File: src/conv_pkg.sv
package conv_pkg;

    // image geometry
    localparam int row_len = 32;
    localparam int k_size = 3;
    localparam int n_filters = 3;

    // window positions per sweep
    localparam int n_cols = row_len - k_size + 1;

    // datapath widths
    localparam int pix_w = 9;

    // nine 18-bit signed products need 4 extra bits of headroom
    localparam int acc_w = 22;

    typedef logic signed [pix_w-1:0] pixel_t;

    typedef logic signed [pix_w-1:0] weight_t;

    typedef logic signed [2*pix_w-1:0] prod_t;

    typedef logic signed [acc_w-1:0] acc_t;

    // column index into a row and window position
    typedef logic [$clog2(row_len)-1:0] col_t;

    typedef logic [$clog2(n_filters)-1:0] filt_t;

    typedef logic [$clog2(k_size)-1:0] krow_t;

endpackage

File: src/kernel_mac.sv
`timescale 1ns/1ns

module kernel_mac #(
    parameter conv_pkg::filt_t FILTER_ID = '0
) (
    input  logic              clk,
    input  logic              arst_n,
    input  logic              weight_wr,
    input  conv_pkg::filt_t   weight_filter,
    input  conv_pkg::krow_t   weight_row,
    input  conv_pkg::weight_t weight_taps [conv_pkg::k_size],
    input  logic              win_valid,
    input  conv_pkg::col_t    win_col,
    input  conv_pkg::pixel_t  window [conv_pkg::k_size][conv_pkg::k_size],
    output logic              result_valid,
    output conv_pkg::col_t    result_col,
    output conv_pkg::acc_t    result
);

    conv_pkg::weight_t weights [conv_pkg::k_size][conv_pkg::k_size];
    conv_pkg::prod_t   prods [conv_pkg::k_size][conv_pkg::k_size];
    logic              s1_valid;
    conv_pkg::col_t    s1_col;
    conv_pkg::acc_t    sum;
    logic              wr_hit;

    // only writes addressed to this filter and a real kernel row
    assign wr_hit = weight_wr && (weight_filter == FILTER_ID)
                    && (weight_row < 2'(conv_pkg::k_size));

    always_ff @(posedge clk or negedge arst_n) begin
        if (!arst_n) begin
            for (int r = 0; r < conv_pkg::k_size; r++) begin
                for (int t = 0; t < conv_pkg::k_size; t++) begin
                    weights[r][t] <= '0;
                end
            end
        end else if (wr_hit) begin
            weights[weight_row] <= weight_taps;
        end
    end

    // stage one registers nine signed products
    always_ff @(posedge clk) begin
        s1_col <= win_col;
        for (int r = 0; r < conv_pkg::k_size; r++) begin
            for (int t = 0; t < conv_pkg::k_size; t++) begin
                prods[r][t] <= window[r][t] * weights[r][t];
            end
        end
    end

    // adder tree with each product sign extended to the sum width
    always_comb begin
        sum = '0;
        for (int r = 0; r < conv_pkg::k_size; r++) begin
            for (int t = 0; t < conv_pkg::k_size; t++) begin
                sum = sum + conv_pkg::acc_t'(prods[r][t]);
            end
        end
    end

    // stage two registers the sum
    always_ff @(posedge clk) begin
        result_col <= s1_col;
        result <= sum;
    end

    always_ff @(posedge clk or negedge arst_n) begin
        if (!arst_n) begin
            s1_valid <= 1'b0;
            result_valid <= 1'b0;
        end else begin
            s1_valid <= win_valid;
            result_valid <= s1_valid;
        end
    end

endmodule

File: config.mk
export PLATFORM = sky130hd
export DESIGN_NAME = kernel_mac
export DESIGN_NICKNAME = d
export VERILOG_FILES = /design/src/conv_pkg.sv /design/src/kernel_mac.sv
export SDC_FILE = /design/constraint.sdc
export NUM_CORES = 2
export LEC_CHECK = 0
export ABC_AREA = 1
export BUFFER_PORTS_ARGS = -buffer_cell sky130_fd_sc_hd__buf_2
export CAP_MARGIN = 20
export CORE_UTILIZATION = 43
export DETAILED_ROUTE_END_ITERATION = 8
export GPL_ROUTABILITY_DRIVEN = 0
export PLACE_DENSITY = 0.7
export SYNTH_ARGS = -nofsm -noshare
export SYNTH_HDL_FRONTEND = slang
export SYNTH_SLANG_ARGS = --single-unit
File: constraint.sdc
create_clock -name clk -period 5.2 [get_ports clk]
set_input_delay 0.52 -clock clk [delete_from_list [all_inputs] [get_ports clk]]
set_output_delay 0.52 -clock clk [all_outputs]
set_load 0.01 [all_outputs]
==> impl_results.md <==
- Final Max Tran Viols: 0
- Startpoint types: flop
- Starting DRC count in detailed routing: 1982
- Synthesized flop and latch total: 277
- CTS H-tree lvls: 2
- Die area: 95900 um^2
- Total Wirelength: 98000 um
- Maximum Capacitance Violations: 0
- Syn nets: 6197
- Via density: 4.76
- Final #Nets: 6246
- Synth Instances: 4953
- Core footprint: 93500 um^2
- Tcrit/Tclk final: 95.0%
- CTS buffer count: 35
- Final ANT Viol Nets: 0
- Number of remaining DRC errors: 0
- Avg Cell Area, Syn: 8.22 um^2
- Root Driver: clkbuf_16
- Starting Density: 43.5%
- Worst slew pin tran: 1060 ps
- Setup TNS: 0 ps
- Die width: 310 um
- Sink Count: 277
- Worst Skew: 30.5 ps
- Cell Rows: 112
- Ys Warns: 0
- RSZ-0062 raised after global routing: no
- CP endpoint kind: flop
- Post-DP HPWL: 84700 um
- Crit Path Category: reg2reg
- Final hold vios: 0
- FMAX: 202 MHz
- Overall Global Routing Usage: 21.8%
- Pre-antenna DRT Iters: 5
- Seq/Total Area, Yosys: 14.6%
- Post-synth ARST share: 30.0%
- Worst EP arrival: 5380 ps
- Drt wl/cell: 15.6 um
- Hold Path Class: in2reg
- CTS tree: built
- Clk buf depth: 3
- Clock Latency Late Sink: 580 ps
- Port Buffers: 148
- Vias: 29.9k
- Req. time, crit path: 5640 ps
- Share of layout cells above drive strength 1: 6.64%
- Vias in the first global route: 31.6k
- Status: finished, final reports clean
- Clk pin slew, worst setup/hold paths: 60 ps
- Mapped cell area: 40700 um^2
- Antenna violations before repair: 16
- IO Pins: 149
- Final Core Density: 46.9%
- EDFF count, synth: 0
- First-pass GRT wire length: 164000 um
- Largest fanout on the critical path: 10
- Top FF cell, synth: dfxtp_1
- Setup-failing EPs final: 0
- Largest net degree at the start of global routing: 45
- Post-CTS Setup Inserts: 0
- Synth-to-layout area growth: 7.74%
- Post-route minimum period: 4940 ps
- Slew HR: 29.2%
- Count of cell types in the netlist: 35
- GRT overflow: 0
- Die height: 310 um
metrics by stage:
stage          hold slack, ps  instance area, um^2  std cells  worst slack [ps]
2_1_floorplan             224                40700       4953               604
3_3_place_gp              310                42600       6218               327
3_5_place_dp              315                42600       6218               285
4_1_cts                  21.8                43800       6283               288
6_report                 60.5                43800       6294               258
5_1_grt                  34.7                43800       6288              64.5
cells in the mapped netlist, types with 3 or more instances:
cell	number	area (um^2)
buf_6	10	113
a21o_1	4	30.0
dfxtp_1	194	3880
a21oi_1	84	420
clkbuf_1	155	582
clkinv_1	7	26.3
or2_2	26	163
xnor2_1	47	412
fa_1	759	15200
nand2_2	6	37.5
a21boi_0	7	52.6
dfrtp_1	83	2080
nand3b_1	12	90.1
nor2b_1	4	25.0
nor2_1	139	522
o21ai_1	3	15.0
nand3_1	137	686
o21bai_1	12	90.1
a31oi_1	10	62.6
xor2_1	71	622
o21ai_2	54	473
o21ai_0	74	370
nand2_1	1221	4580
buf_2	3	15.0
ha_1	364	4550
nand4_1	9	56.3
inv_1	1438	5400
and2_1	3	18.8
nor3_1	9	45.0
layer usage:
layer | track usage [%] | vias to the layer above | part of all wire (%)
li1 | - | 14200 | -
met1 | 28.4 | 14700 | 41
met2 | 36.9 | 814 | 48
met3 | 3.50 | 166 | 6.7
met4 | 7.06 | 8 | 3.4
met5 | 0 | - | 0.052
worst paths after layout:
| path | startpoint | to | slack (ps) | cells after the start |
|---|---|---|---|---|
| max | weights[17]$_DFFE_PN0P_ | prods[2][35]$_DFF_P_ | 260 | 16 |
| min | win_col[1] | s1_col[1]$_DFF_P_ | 60 | 1 |
| max reg2reg | weights[17]$_DFFE_PN0P_ | prods[2][35]$_DFF_P_ | 260 | 16 |
| min reg2reg | s1_col[0]$_DFF_P_ | result_col[0]$_DFF_P_ | 330 | 0 |
| max in group asynchronous | arst_n | weights[44]$_DFFE_PN0P_ | 3570 | 3 |
| min in group asynchronous | arst_n | weights[5]$_DFFE_PN0P_ | 510 | 2 |
cells by family after synthesis:
logic type | share of synthesized area (%)
AOI/OAI and AO/OA | 3.79
xor gates and xnor gates | 2.54
adders and majority gates | 48.5
buffers and inverters | 15.1
DFF | 14.6
and+or+nand+nor | 15.4
final cells by class:
class,count,area [um^2]
antenna,11,27.5
clock buffer,46,1020
fill,8927,49600
tap,1254,1570
multi-input combinational,3060,28600
clock inverter,18,238
sequential,277,5960
timing repair buffer,182,1010
inverter,1446,5430
placed cells by master, fill, tap and decap left out, drive strengths merged, types with 8 or more instances in the layout:
master / n
nand4: 9
fa: 759
nor2: 140
o21bai: 12
ha: 364
clkinv: 8
nand3b: 12
xnor2: 47
nand2: 1227
nor3: 11
a21oi: 84
dfrtp: 83
xor2: 71
o21ai: 131
diode: 11
buf: 181
a31oi: 10
clkbuf: 46
nand3: 137
or2: 26
dfxtp: 194
inv: 1449
critical path, cell delays in order, from the launching register on:
cell and delay (ps):
dfrtp_1 370, clkinv_1 300, or2_2 390, fa_1 460
fa_1 490, inv_1 50, fa_1 460, fa_1 510
fa_1 410, ha_1 380, nand2_1 90, o21ai_0 410
nand3_1 130, nand3_1 150, inv_1 50, nand2_1 60
nand2_1 90
sequential cells by signal, indices dropped and copies added (netlist names):
| signal | count |
|---|---|
| result | 22 |
| prods | 162 |
| s1_valid | 1 |
| result_valid | 1 |
| s1_col | 5 |
| weights | 81 |
| result_col | 5 |
repair_timing:
action                     CTS  global route
setup endpoints to repair    0             3
gates resized for setup      0             2
hold endpoints to repair    39             0
hold buffers                 1             0
Power is left out: the tool's default activity adds up to more than one toggle a clock period on the data nets, which glitch-free logic cannot reach.
